**config.mk**
```make
export PLATFORM = sky130hd
export DESIGN_NAME = ldpc_dec_out_top
export DESIGN_NICKNAME = d
export VERILOG_FILES = /design/src/hdl/ldpc_sink_pkg.sv /design/src/hdl/ldpc_out_buffer.sv /design/src/hdl/ldpc_stream_sink.sv /design/src/hdl/ldpc_dec_sink.sv /design/src/hdl/ldpc_sink_regs.sv /design/src/hdl/ldpc_dec_out_top.sv
export VERILOG_INCLUDE_DIRS = /design/src /design/src/include
export SDC_FILE = /design/constraint.sdc
export NUM_CORES = 2
export LEC_CHECK = 0
export BUFFER_PORTS_ARGS = -buffer_cell sky130_fd_sc_hd__buf_2
export CAP_MARGIN = 5
export CORE_ASPECT_RATIO = 1.5
export CORE_MARGIN = 5
export CORE_UTILIZATION = 40
export DETAILED_ROUTE_END_ITERATION = 8
export GPL_ROUTABILITY_DRIVEN = 1
export SLEW_MARGIN = 20
export SYNTH_ARGS = -nofsm -noshare
export SYNTH_HDL_FRONTEND = slang
export SYNTH_SLANG_ARGS = --single-unit
```
**constraint.sdc**
```tcl
create_clock -name iclk -period 8.5 [get_ports iclk]
set_clock_uncertainty 0.1 [all_clocks]
set_input_delay 0.425 -clock iclk [delete_from_list [all_inputs] [get_ports iclk]]
set_output_delay 0.425 -clock iclk [all_outputs]
set_load 0.02 [all_outputs]
```
**src/include/ldpc_sink_consts.svh**
```systemverilog
`ifndef LDPC_SINK_CONSTS_SVH
`define LDPC_SINK_CONSTS_SVH

`define LDPC_RADDR_W    8       // Memory word address.
`define LDPC_RDAT_W     2       // Bits per memory word.
`define LDPC_DAT_W      8       // Output byte.
`define LDPC_TAG_W      4       // User tag.
`define LDPC_ERR_W      16      // Decoder error count.
`define LDPC_AXI_AW     8
`define LDPC_AXI_DW     32

// Register map.
`define LDPC_REG_CTRL    8'h00  // Bit 0 is the enable.
`define LDPC_REG_FRAME   8'h04  // Frame length in bytes.
`define LDPC_REG_NFRAMES 8'h08
`define LDPC_REG_NFAIL   8'h0C
`define LDPC_REG_ERRSUM  8'h10
`define LDPC_FRAME_DEF   8'd8   // Frame length out of reset.

`endif

```
**src/hdl/ldpc_sink_pkg.sv**
```systemverilog
`include "ldpc_sink_consts.svh"

package ldpc_sink_pkg;

  //--------------------------------------------------------------------
  // Decoder side
  //--------------------------------------------------------------------

  // Per-frame tag, 21 bits.
  typedef struct packed {
    logic                    decfail;  // Decode failed.
    logic [`LDPC_ERR_W-1:0]  err;      // Corrected error count.
    logic [`LDPC_TAG_W-1:0]  tag;      // User tag.
  } dec_tag_t;

  // One word write into the output memory.
  typedef struct packed {
    logic                     val;
    logic [`LDPC_RADDR_W-1:0] addr;
    logic [`LDPC_RDAT_W-1:0]  dat;
  } mem_wr_t;

  //--------------------------------------------------------------------
  // Stream side
  //--------------------------------------------------------------------

  typedef struct packed {
    logic                   sop;  // First byte of frame.
    logic                   eop;  // Last byte of frame.
    logic                   val;
    logic [`LDPC_DAT_W-1:0] dat;
  } out_beat_t;

  // Master to slave channels of AXI4-Lite.
  typedef struct packed {
    logic                       awvalid;
    logic [`LDPC_AXI_AW-1:0]    awaddr;
    logic                       wvalid;
    logic [`LDPC_AXI_DW-1:0]    wdata;
    logic [`LDPC_AXI_DW/8-1:0]  wstrb;
    logic                       bready;
    logic                       arvalid;
    logic [`LDPC_AXI_AW-1:0]    araddr;
    logic                       rready;
  } axil_req_t;

  // Slave to master channels.
  typedef struct packed {
    logic                    awready;
    logic                    wready;
    logic                    bvalid;
    logic [1:0]              bresp;
    logic                    arready;
    logic                    rvalid;
    logic [`LDPC_AXI_DW-1:0] rdata;
    logic [1:0]              rresp;
  } axil_rsp_t;

  typedef struct packed {
    logic [`LDPC_AXI_DW-1:0] nframes;  // Frames delivered.
    logic [`LDPC_AXI_DW-1:0] nfail;    // Frames flagged as failed.
    logic [`LDPC_AXI_DW-1:0] errsum;   // Sum of error counts.
  } sink_stats_t;

endpackage

```
**src/hdl/ldpc_out_buffer.sv**
```systemverilog
`timescale 1ns/1ps
`include "ldpc_sink_consts.svh"

module ldpc_out_buffer
  import ldpc_sink_pkg::*;
(
  input  logic                     iclk,
  input  logic                     rst,
  // Decoder write side.
  input  mem_wr_t                  wr,
  input  logic                     frame_done,
  input  dec_tag_t                 done_tag,
  output logic                     wbusy,
  // Sink read side.
  input  logic [`LDPC_RADDR_W-1:0] raddr,
  input  logic                     rempty,
  output logic                     rfull,
  output logic [`LDPC_RDAT_W-1:0]  rdat,
  output dec_tag_t                 rtag
);

  //--------------------------------------------------------------------
  // Storage
  //--------------------------------------------------------------------

  // Both banks in one array, bank select is the top address bit.
  logic [`LDPC_RDAT_W-1:0] mem [2**(`LDPC_RADDR_W+1)];
  dec_tag_t                tag [2];  // Captured per bank on close.

  logic       wbank;  // Bank the decoder fills.
  logic       rbank;  // Oldest bank handed to the sink.
  logic [1:0] full;   // Bank holds a closed frame.

  always_ff @(posedge iclk) begin
    if (wr.val) begin
      mem[{wbank, wr.addr}] <= wr.dat;
    end
    rdat <= mem[{rbank, raddr}];  // One cycle read latency.
  end

  always_ff @(posedge iclk) begin
    if (frame_done) begin
      tag[wbank] <= done_tag;
    end
  end

  //--------------------------------------------------------------------
  // Bank bookkeeping
  //--------------------------------------------------------------------

  always_ff @(posedge iclk) begin
    if (rst) begin
      wbank <= 1'b0;
      rbank <= 1'b0;
      full  <= '0;
    end else begin
      // Free and close never hit the same bank.
      if (rempty) begin
        full[rbank] <= 1'b0;
        rbank       <= ~rbank;
      end
      if (frame_done) begin
        full[wbank] <= 1'b1;
        wbank       <= ~wbank;  // Next frame goes to the other bank.
      end
    end
  end

  assign wbusy = full[wbank];  // Next write bank not drained yet.
  assign rfull = full[rbank];
  assign rtag  = tag[rbank];

  // Decoder must hold off while the sink still owns the next bank.
  a_no_wr_busy : assert property (@(posedge iclk) disable iff (rst)
    wbusy |-> !wr.val && !frame_done)
    else $error("decoder access while wbusy");

  // Sink only frees a bank that it was given.
  a_free_full : assert property (@(posedge iclk) disable iff (rst)
    rempty |-> rfull)
    else $error("rempty on an empty bank");

endmodule

```
**src/hdl/ldpc_stream_sink.sv**
```systemverilog
`timescale 1ns/1ps
`include "ldpc_sink_consts.svh"

module ldpc_stream_sink
  import ldpc_sink_pkg::*;
#(
  parameter type tag_t = logic [`LDPC_TAG_W-1:0]
)
(
  input  logic                     iclk,
  input  logic                     rst,
  input  logic                     clkena,
  input  logic [`LDPC_RADDR_W-1:0] frame_bytes,
  input  logic                     rfull,
  input  logic [`LDPC_RDAT_W-1:0]  rdat,
  input  tag_t                     rtag,
  output logic [`LDPC_RADDR_W-1:0] raddr,
  output logic                     rempty,
  input  logic                     req,
  output out_beat_t                dout,
  output tag_t                     otag
);

  localparam int BA_W = `LDPC_RADDR_W - 2;       // Byte index, four words per byte.
  localparam int SH_W = `LDPC_DAT_W - `LDPC_RDAT_W;

  typedef enum logic [1:0] {S_IDLE, S_FILL, S_SEND} state_t;

  state_t                   state;
  logic [`LDPC_DAT_W-1:0]   lbuf [2**BA_W];      // Whole frame, byte wide.
  logic [SH_W-1:0]          sh;                  // First three words of a byte.
  logic [`LDPC_RADDR_W-1:0] wcnt, rd_a, last_w, fb_m1;
  logic                     fetch, rd_v;         // Word issued / word in rdat.
  logic [BA_W-1:0]          last_b, rptr;
  logic                     issue_done, rd_en, xfer;
  out_beat_t                pend, skid, dout_r;  // Read stage, skid, output.
  tag_t                     tag_r;

  assign fb_m1  = frame_bytes - 1'b1;
  assign last_w = {last_b, 2'b11};               // Last word of last byte.
  assign raddr  = clkena ? wcnt : rd_a;          // Hold in-flight word when stalled.
  // Issue only while the output moves, so one skid slot is enough.
  assign rd_en  = (state == S_SEND) && !issue_done && !skid.val && (req || !dout_r.val);
  assign xfer   = dout_r.val && req;

  // Fill path, bits packed LSB first.
  always_ff @(posedge iclk) begin
    if (clkena && state == S_FILL && rd_v) begin
      sh <= {rdat, sh[SH_W-1:`LDPC_RDAT_W]};
      if (rd_a[1:0] == 2'b11) begin
        lbuf[rd_a[`LDPC_RADDR_W-1:2]] <= {rdat, sh};
      end
    end
  end

  always_ff @(posedge iclk) begin
    if (rst) begin
      state      <= S_IDLE;
      wcnt       <= '0;
      rd_a       <= '0;
      fetch      <= 1'b0;
      rd_v       <= 1'b0;
      last_b     <= '0;
      rptr       <= '0;
      issue_done <= 1'b0;
      pend       <= '0;
      skid       <= '0;
      dout_r     <= '0;
      tag_r      <= '0;
      rempty     <= 1'b0;
    end else begin
      rempty <= 1'b0;                            // Single cycle, even when disabled.
      if (clkena) begin
        //--------------------------------------------------------------
        // Frame FSM
        //--------------------------------------------------------------
        case (state)
          S_IDLE: begin
            if (rfull && !rempty) begin          // Skip the bank just freed.
              state      <= S_FILL;
              wcnt       <= '0;
              fetch      <= 1'b1;
              last_b     <= fb_m1[BA_W-1:0];     // Length latched per frame.
              tag_r      <= rtag;
              issue_done <= 1'b0;
            end
          end
          S_FILL: begin
            rd_v <= fetch;
            if (fetch) begin
              rd_a <= wcnt;
              if (wcnt == last_w) fetch <= 1'b0;
              else                wcnt  <= wcnt + 1'b1;
            end
            if (rd_v && rd_a == last_w) begin    // Last byte lands this cycle.
              state <= S_SEND;
              rptr  <= '0;
            end
          end
          S_SEND: begin
            if (rd_en) begin
              if (rptr == last_b) issue_done <= 1'b1;
              else                rptr       <= rptr + 1'b1;
            end
            if (xfer && dout_r.eop) begin
              state  <= S_IDLE;
              rempty <= 1'b1;                    // Hand the bank back.
            end
          end
          default: state <= S_IDLE;
        endcase

        //--------------------------------------------------------------
        // Output pipe
        //--------------------------------------------------------------
        if (rd_en) begin
          pend <= '{sop: (rptr == '0), eop: (rptr == last_b), val: 1'b1, dat: lbuf[rptr]};
        end else begin
          pend <= '0;
        end
        if (!dout_r.val || req) begin
          if (skid.val) begin
            dout_r <= skid;                      // Drain skid first.
            skid   <= pend;
          end else begin
            dout_r <= pend;
          end
        end else if (pend.val) begin
          skid <= pend;                          // Output blocked, park the byte.
        end
      end
    end
  end

  assign dout = '{sop: dout_r.sop, eop: dout_r.eop, val: dout_r.val & clkena, dat: dout_r.dat};
  assign otag = tag_r;

  // A stalled beat and its tag hold until taken.
  a_hold_beat : assert property (@(posedge iclk) disable iff (rst)
    (dout.val && !req) |=> $stable(dout_r) && $stable(otag))
    else $error("output beat changed under back-pressure");

endmodule

```
**src/hdl/ldpc_dec_sink.sv**
```systemverilog
`timescale 1ns/1ps
`include "ldpc_sink_consts.svh"

module ldpc_dec_sink
  import ldpc_sink_pkg::*;
(
  input  logic                     iclk,
  input  logic                     rst,
  input  logic                     clkena,
  input  logic [`LDPC_RADDR_W-1:0] frame_bytes,
  // Output memory.
  input  logic                     rfull,
  input  logic [`LDPC_RDAT_W-1:0]  rdat,
  input  dec_tag_t                 rtag,
  output logic [`LDPC_RADDR_W-1:0] raddr,
  output logic                     rempty,
  // Byte stream.
  input  logic                     req,
  output out_beat_t                dout,
  output dec_tag_t                 otag,
  output sink_stats_t              stats
);

  logic eop_xfer;  // Last byte of a frame taken.

  // Generic reader carrying the full decoder tag.
  ldpc_stream_sink #(
    .tag_t       (dec_tag_t)
  ) u_sink (
    .iclk        (iclk),
    .rst         (rst),
    .clkena      (clkena),
    .frame_bytes (frame_bytes),
    .rfull       (rfull),
    .rdat        (rdat),
    .rtag        (rtag),
    .raddr       (raddr),
    .rempty      (rempty),
    .req         (req),
    .dout        (dout),
    .otag        (otag)
  );

  assign eop_xfer = dout.val && dout.eop && req;  // val already gated by clkena.

  // Totals, one update per delivered frame.
  always_ff @(posedge iclk) begin
    if (rst) begin
      stats <= '0;
    end else if (eop_xfer) begin
      stats.nframes <= stats.nframes + 1'b1;
      stats.errsum  <= stats.errsum + {{(`LDPC_AXI_DW-`LDPC_ERR_W){1'b0}}, otag.err};
      if (otag.decfail) begin
        stats.nfail <= stats.nfail + 1'b1;
      end
    end
  end

endmodule

```
**src/hdl/ldpc_sink_regs.sv**
```systemverilog
`timescale 1ns/1ps
`include "ldpc_sink_consts.svh"

module ldpc_sink_regs
  import ldpc_sink_pkg::*;
(
  input  logic                     iclk,
  input  logic                     rst,
  input  axil_req_t                axi_req,
  output axil_rsp_t                axi_rsp,
  output logic                     clkena,
  output logic [`LDPC_RADDR_W-1:0] frame_bytes,
  input  sink_stats_t              stats
);

  logic                     wr_rdy, bvalid;  // AW/W ready pulse, write response.
  logic                     rd_rdy, rvalid;
  logic                     wr_acc, rd_acc;
  logic [`LDPC_AXI_DW-1:0]  rdata, rd_mux;
  logic                     en_r;
  logic [`LDPC_RADDR_W-1:0] frame_r;

  // Handshakes.
  assign wr_acc = axi_req.awvalid && axi_req.wvalid && wr_rdy;
  assign rd_acc = axi_req.arvalid && rd_rdy;

  //--------------------------------------------------------------------
  // Read decode
  //--------------------------------------------------------------------

  always_comb begin
    rd_mux = '0;  // Unknown offsets read zero.
    case (axi_req.araddr)
      `LDPC_REG_CTRL:    rd_mux[0] = en_r;
      `LDPC_REG_FRAME:   rd_mux[`LDPC_RADDR_W-1:0] = frame_r;
      `LDPC_REG_NFRAMES: rd_mux = stats.nframes;
      `LDPC_REG_NFAIL:   rd_mux = stats.nfail;
      `LDPC_REG_ERRSUM:  rd_mux = stats.errsum;
      default:           rd_mux = '0;
    endcase
  end

  //--------------------------------------------------------------------
  // Channel control and registers
  //--------------------------------------------------------------------

  always_ff @(posedge iclk) begin
    if (rst) begin
      wr_rdy  <= 1'b0;
      bvalid  <= 1'b0;
      rd_rdy  <= 1'b0;
      rvalid  <= 1'b0;
      rdata   <= '0;
      en_r    <= 1'b1;             // Sink runs out of reset.
      frame_r <= `LDPC_FRAME_DEF;
    end else begin
      // Take AW and W together, one at a time.
      wr_rdy <= axi_req.awvalid && axi_req.wvalid && !wr_rdy && !bvalid;
      if (wr_acc) begin
        bvalid <= 1'b1;            // OKAY for every address.
        if (axi_req.wstrb[0]) begin
          case (axi_req.awaddr)
            `LDPC_REG_CTRL:  en_r    <= axi_req.wdata[0];
            `LDPC_REG_FRAME: frame_r <= axi_req.wdata[`LDPC_RADDR_W-1:0];
            default: ;             // Totals and holes ignore writes.
          endcase
        end
      end else if (bvalid && axi_req.bready) begin
        bvalid <= 1'b0;
      end

      rd_rdy <= axi_req.arvalid && !rd_rdy && !rvalid;
      if (rd_acc) begin
        rvalid <= 1'b1;
        rdata  <= rd_mux;          // Sampled at AR acceptance.
      end else if (rvalid && axi_req.rready) begin
        rvalid <= 1'b0;
      end
    end
  end

  assign axi_rsp = '{awready: wr_rdy, wready: wr_rdy, bvalid: bvalid, bresp: 2'b00,
                     arready: rd_rdy, rvalid: rvalid, rdata: rdata, rresp: 2'b00};

  assign clkena      = en_r;
  assign frame_bytes = frame_r;

  // Every B response belongs to a write taken the cycle before.
  a_b_after_w : assert property (@(posedge iclk) disable iff (rst)
    $rose(bvalid) |-> $past(wr_acc))
    else $error("bvalid without accepted write");

endmodule

```
**src/hdl/ldpc_dec_out_top.sv**
```systemverilog
`timescale 1ns/1ps
`include "ldpc_sink_consts.svh"

module ldpc_dec_out_top
  import ldpc_sink_pkg::*;
(
  input  logic      iclk,
  input  logic      rst,
  // Decoder.
  input  mem_wr_t   wr,
  input  logic      frame_done,
  input  dec_tag_t  done_tag,
  output logic      wbusy,
  // Byte stream.
  input  logic      req,
  output out_beat_t dout,
  output dec_tag_t  otag,
  // Control bus.
  input  axil_req_t axi_req,
  output axil_rsp_t axi_rsp
);

  logic [`LDPC_RADDR_W-1:0] raddr, frame_bytes;
  logic [`LDPC_RDAT_W-1:0]  rdat;
  logic                     rempty, rfull, clkena;
  dec_tag_t                 rtag;
  sink_stats_t              stats;

  ldpc_out_buffer u_buf (
    .iclk (iclk), .rst (rst),
    .wr (wr), .frame_done (frame_done), .done_tag (done_tag), .wbusy (wbusy),
    .raddr (raddr), .rempty (rempty), .rfull (rfull), .rdat (rdat), .rtag (rtag)
  );

  ldpc_dec_sink u_sink (
    .iclk (iclk), .rst (rst), .clkena (clkena), .frame_bytes (frame_bytes),
    .rfull (rfull), .rdat (rdat), .rtag (rtag), .raddr (raddr), .rempty (rempty),
    .req (req), .dout (dout), .otag (otag), .stats (stats)
  );

  ldpc_sink_regs u_regs (
    .iclk        (iclk),
    .rst         (rst),
    .axi_req     (axi_req),
    .axi_rsp     (axi_rsp),
    .clkena      (clkena),
    .frame_bytes (frame_bytes),
    .stats       (stats)
  );

endmodule

```
Yosys cells after proc, flatten, opt, wreduce, memory -nomap -nowiden
Memory sizes are Yosys's and may differ from the RTL's. A register that Yosys moved wholly into a read port is not among the register bits.
Index checks and enable logic that the tools add are counted.
{"block": "totals", "register_bits": 218, "mem_bits_rw": 1578, "in_bits": 93, "out_inout_bits": 74, "mem_count": 3}
{"block": "op_classes", "n_addsub": 6, "order_cmp": 4, "eq_ne": 20, "n_mux": 54, "bitwise": 8, "reduce_logical": 56}
{"name": "u_buf.mem", "words": 512, "word_bits": 2, "rd": 1, "rd_clocked_by_memory_dff": 1, "write_ports": 1, "line": "ldpc_out_buffer.sv:27", "text": "logic [`LDPC_RDAT_W-1:0] mem [2**(`LDPC_RADDR_W+1)];"}
{"name": "u_sink.u_sink.lbuf", "words": 64, "word_bits": 8, "rd": 1, "rd_clocked_by_memory_dff": 1, "write_ports": 1, "line": "ldpc_stream_sink.sv:30", "text": "logic [`LDPC_DAT_W-1:0] lbuf [2**BA_W];"}
{"name": "u_buf.tag", "words": 2, "word_bits": 21, "rd": 1, "rd_clocked_by_memory_dff": 1, "write_ports": 1, "line": "ldpc_out_buffer.sv:28", "text": "dec_tag_t tag [2];"}
{"op": "one-hot mux 24 bit (3 select lines)", "n": 1}
{"op": "adder 32 x 1 -> 32 bit, second input constant", "n": 2}
{"op": "two-way mux 11 bit", "n": 5}
{"op": "adder 32 x 16 -> 32 bit", "n": 1}
{"op": "two-way mux 8 bit", "n": 4}
{"op": "two-way mux 6 bit", "n": 5}
{"op": "one-hot mux 7 bit (4 select lines)", "n": 1}
{"op": "two-way mux 1 bit", "n": 24}
{"op": "logical AND 1 bit", "n": 22}
{"op": "AND reduction 3 bit", "n": 6}
{"op": "equality test 8 x 3 -> 1 bit, second input constant", "n": 2}
{"op": "equality test 8 x 4 -> 1 bit, second input constant", "n": 2}
{"op": "equality test 8 bit", "n": 2}
{"op": "logical NOT 8 bit", "n": 2}
{"op": "one-hot mux 8 bit (2 select lines)", "n": 1}
{"op": "AND reduction 5 bit", "n": 3}
{"op": "two-way mux 2 bit", "n": 6}
{"op": "inequality test 2 bit, second input constant", "n": 6}
{"op": "one-hot mux 6 bit (2 select lines)", "n": 1}
{"op": "nonzero test 2 bit", "n": 6}
{"op": "adder 8 x 1 -> 8 bit, second input constant", "n": 1}
{"op": "equality test 8 x 5 -> 1 bit, second input constant", "n": 1}
{"op": "logical NOT 1 bit", "n": 8}
{"op": "AND reduction 2 bit", "n": 4}
{"op": "other kinds (22)", "n": 32}

Depth between registers and ports, before layout
{"block": "depth", "word_depth": 10, "ltp_mapped": 14, "mapped_depth_nobuf": 10}

Modules after synthesis
A second synthesis with hierarchy kept.
{"block": "unflattened", "cells_unflattened": 4938, "hier_area_um2": 75471.1}
{"mod": "ldpc_out_buffer", "n_inst": 1, "cells_per_inst": 2695, "area_per_inst_um2": 44014.7, "seq_area_each_um2": 32150.8}
{"mod": "ldpc_stream_sink", "n_inst": 1, "cells_per_inst": 1383, "area_per_inst_um2": 24083.1, "seq_area_each_um2": 17436.7}
{"mod": "ldpc_dec_sink", "n_inst": 1, "cells_per_inst": 610, "area_per_inst_um2": 5058.6, "seq_area_each_um2": 1921.8}
{"mod": "ldpc_sink_regs", "n_inst": 1, "cells_per_inst": 250, "area_per_inst_um2": 2314.7, "seq_area_each_um2": 900.9}

Worst setup path before layout
OpenSTA, ideal clock, no wires.
{"block": "synth_path", "path_type": "flip-flop to flip-flop", "start": "register u_sink.u_sink.tag_r, in the netlist u_sink.u_sink.otag[6]", "end": "register u_sink.stats[31] (netlist name)", "setup_time_ns": 0.123, "t_arrival_ns": 2.796, "required_ns": 8.277, "setup_slack_ns": 5.481, "path_stages_with_launch": 10, "n_path_buf": 0, "synth_period_minus_slack_ns": 3.019, "cell_sequence": "dfxtp_1 > ha_1 > and3_1 > a2111o_1 > and3_1 > or3_1 > a211o_1 > a41oi_2 > nor4bb_1 > mux2_1"}
{"block": "synth_via", "elab_chain_cells": 1}
{"element": "start, declared", "line": "ldpc_stream_sink.sv:37", "text": "tag_t tag_r;"}
{"element": "start signal, assigned", "line": "ldpc_stream_sink.sv:84", "text": "tag_r <= rtag;"}
{"element": "adder 32 x 16 -> 32 bit", "line": "ldpc_dec_sink.sv:52", "text": "stats.errsum <= stats.errsum + {{(`LDPC_AXI_DW-`LDPC_ERR_W){1'b0}}, otag.err};"}
Every way passes these cells.
A chain may end at the register's enable or synchronous reset.

Final worst setup path
{"block": "layout_path", "start": "register u_regs.en_r (netlist: u_regs.clkena)", "end": "register u_buf.rdat[1] (read register of u_buf.mem)"}
{"block": "layout_via", "elab_chain_cells": 1}
{"element": "start, declared", "line": "ldpc_sink_regs.sv:20", "text": "logic en_r;"}
{"element": "start signal, assigned", "line": "ldpc_sink_regs.sv:63", "text": "`LDPC_REG_CTRL: en_r <= axi_req.wdata[0];"}
{"element": "two-way mux 8 bit", "line": "ldpc_stream_sink.sv:41", "text": "assign raddr = clkena ? wcnt : rd_a;"}
{"element": "end, declared", "line": "ldpc_out_buffer.sv:18", "text": "output logic [`LDPC_RDAT_W-1:0] rdat,"}
Every way passes these cells.

==> summary.txt <==
Synthesized area per cell: 15.4 um^2
Async S/R FF share, synth: 0
Crit path max fanout: 70
Met3 WL: 9.14 mm
Synth area leaders: edfxtp_1 64%, mux4_2 9.7%, dfxtp_1 6.5%
Via count: 41.8k
DR pass1 iterations: 6
Grt ovf: 0
Chip width: 363 um
Min-delay worst type: primary input to flip-flop
Max-cap violations: 0
Clock sink count: 1825
Critical Path Source Type: flip-flop
Number of global-route vias before repair: 43.1k
WL met1: 69.2 mm
# IOs: 167
Post-Syn Area: 74600 um^2
Met2 WL: 97.9 mm
Average wire per standard cell: 24.2 um
Worst slew pin tran: 1090 ps
Share of the cycle needed by the critical path after routing: 0.561
First-pass GRT wire length: 270 mm
Worst VDD drop: 0.000140 V
Maximum clock frequency: 210 MHz
Placement Cell Area: 77600 um^2
Global Route Usage Sum: 0.182
Skew-Pair Late Insertion Delay: 820 ps
CTS HTree Levels: 4
Status: completed
Top-area cell type share of the netlist area: 0.638
Sequential share of the synthesized area: 0.703
DRT iter0 DRCs: 3410
Die Y: 539 um
Row count: 194
Initial antenna violation count: 5
Yosys reg bits: 1825
Cells after synthesis: 4854
Remaining DRCs: 0
Top FF cell, synth: edfxtp_1
Vias per inst: 5.56
RePlAce Congestion: 0.787
Detail Route Antenna Nets: 0
Hold WS: 20.8 ps
Largest net degree at the start of global routing: 233
Core area: 186000 um^2
Die area: 195000 um^2
Nets: 5064
Worst Path Arrival: 5280 ps
Unrepaired setup endpoints after global routing: false
Design area: 83400 um^2
Post-synth EDFFs: 1584
Clk buf depth: 4
DP HPWL: 108 mm
Warnings from Yosys: 0
Layout cells sized above 1: 0.166
Final Max Tran Viols: 0
Worst relative slew slack: 0.270
Layout area overhead: 11.9%
Synth unique cells: 77
Min cycle time layout: 4770 ps
Top cells by count, synth: 1584 x edfxtp_1, 807 x nor2_1, 360 x nand2_1, 321 x mux4_2, 241 x dfxtp_1
CP Class: flip-flop to flip-flop
Critical Path RT: 9010 ps
Root buf cell: clkbuf_16
CP endpoint kind: flip-flop
IO Port Bufs: 135
DR top layer: met5
Setup TNS: 0 ps
Routed wire length: 182 mm
Clk slew on worst S/H paths: 60 ps
CTS tree: yes
FILL cells: 16.4k
Initial Utilization: 0.401
Synth area leader: edfxtp_1
PD cells: 216 nW/um^2
Endpoints failing setup: 0
CTS buffer count: 174
Count leader, synth: edfxtp_1
Leakage: 25.6 nW
Hold Vio Cnt, Final: 0
repair_timing:
item,CTS,global route
buffers inserted,0,0
gates resized for setup,0,0
hold endpoints to repair,126,0
setup endpoints to repair,0,0
hold buffers,41,0
area by class of cell:
| cell class | count | area [um^2] | share of cell area |
|---|---|---|---|
| clock buffers | 224 | 4680 | 0.0561 |
| clock inverters | 79 | 718 | 0.00861 |
| diodes | 2 | 5.00 | 0.0000600 |
| inverters | 14 | 52.6 | 0.000630 |
| flip-flops and latches | 1825 | 52400 | 0.628 |
| well taps | 2450 | 3070 | 0.0367 |
| repair buffers | 250 | 1740 | 0.0208 |
| multi-input cells | 2683 | 20800 | 0.249 |
layout by cell type, fill, tap and decap left out, drive strengths merged, types with 77 or more instances in the layout:
cell    synthesis  routed
a21oi         134     134
buf           108     209
clkbuf        227     224
dfxtp         241     241
edfxtp       1584    1584
mux2i         212     212
mux4          321     321
nand2         360     360
nand3          86      86
nor2          808     808
o21ai          77      77
where the power goes:
group	internal, mW	switching (mW)
clock	4.25	3.23
sequential	9.74	0.0379
combinational	0.286	0.475
total	14.3	3.74
worst max-delay path, stage by stage, from the launching register on:
cell       delay [ps]
dfxtp_2           330
buf_4             430
mux2_8            770
buf_4             700
mux4_2            590
a2111oi_0         630
nor3_1            100
o211a_1           260
a22oi_1           420
nand4_1           170
through the flow:
stage | power, mW | setup slack, ps | util | std cells
5_1_grt | 18.6 | 3410 | 0.449 | 7526
4_1_cts | 18.2 | 3620 | 0.449 | 7524
2_1_floorplan | 10.5 | 5480 | - | 4857
3_3_place_gp | 10.7 | 3700 | 0.417 | 7180
6_report | 18.0 | 3730 | 0.449 | 7527
3_5_place_dp | 10.7 | 3700 | 0.417 | 7180
path summary, 6_finish.rpt:
kind | from | endpoint | slack (ps) | cells after the start
worst max register to register | u_regs.clkena$_SDFFE_PP1P_ | u_buf.rdat[1]$_DFF_P_ | 3730 | 9
worst min register to register | u_regs.bvalid$_SDFFE_PP0P_ | u_regs.wr_rdy$_SDFF_PP0_ | 350 | 1
worst max-delay path | u_regs.clkena$_SDFFE_PP1P_ | u_buf.rdat[1]$_DFF_P_ | 3730 | 9
worst min-delay path | wr[0] | u_buf.mem[215][0]$_DFFE_PP_ | 20 | 1
flip-flops by register name (all words and copies together) (netlist names), 11 cells and up, named ones only:
| signal | count |
|---|---|
| u_buf.tag | 42 |
| u_sink.u_sink.lbuf | 512 |
| u_regs.rdata | 32 |
| u_buf.mem | 1024 |
| u_sink.u_sink.skid | 11 |
| u_sink.u_sink.pend | 11 |
| u_sink.stats | 96 |
| u_sink.u_sink.otag | 21 |
cells by family (layout without fill, tap and decap cells):
| group | count (synthesis) | after routing | share of synthesized area |
|---|---|---|---|
| DFF | 1825 | 1825 | 0.703 |
| adders and majority gates | 23 | 23 | 0.00396 |
| buffers and inverters | 349 | 567 | 0.0217 |
| xor gates and xnor gates | 97 | 97 | 0.0114 |
| other | 1 | 6 | 0.0000503 |
| muxes | 561 | 561 | 0.130 |
| and+or+nand+nor | 1490 | 1490 | 0.0846 |
| AOI/OAI and AO/OA | 508 | 508 | 0.0461 |
per-layer routing:
layer,GRT usage,up-vias
met5,0,-
met4,0.0576,2
met3,0.0234,309
met2,0.335,1196
met1,0.220,21500
li1,-,18800
Note: power is estimated with default switching activity, not from simulation.
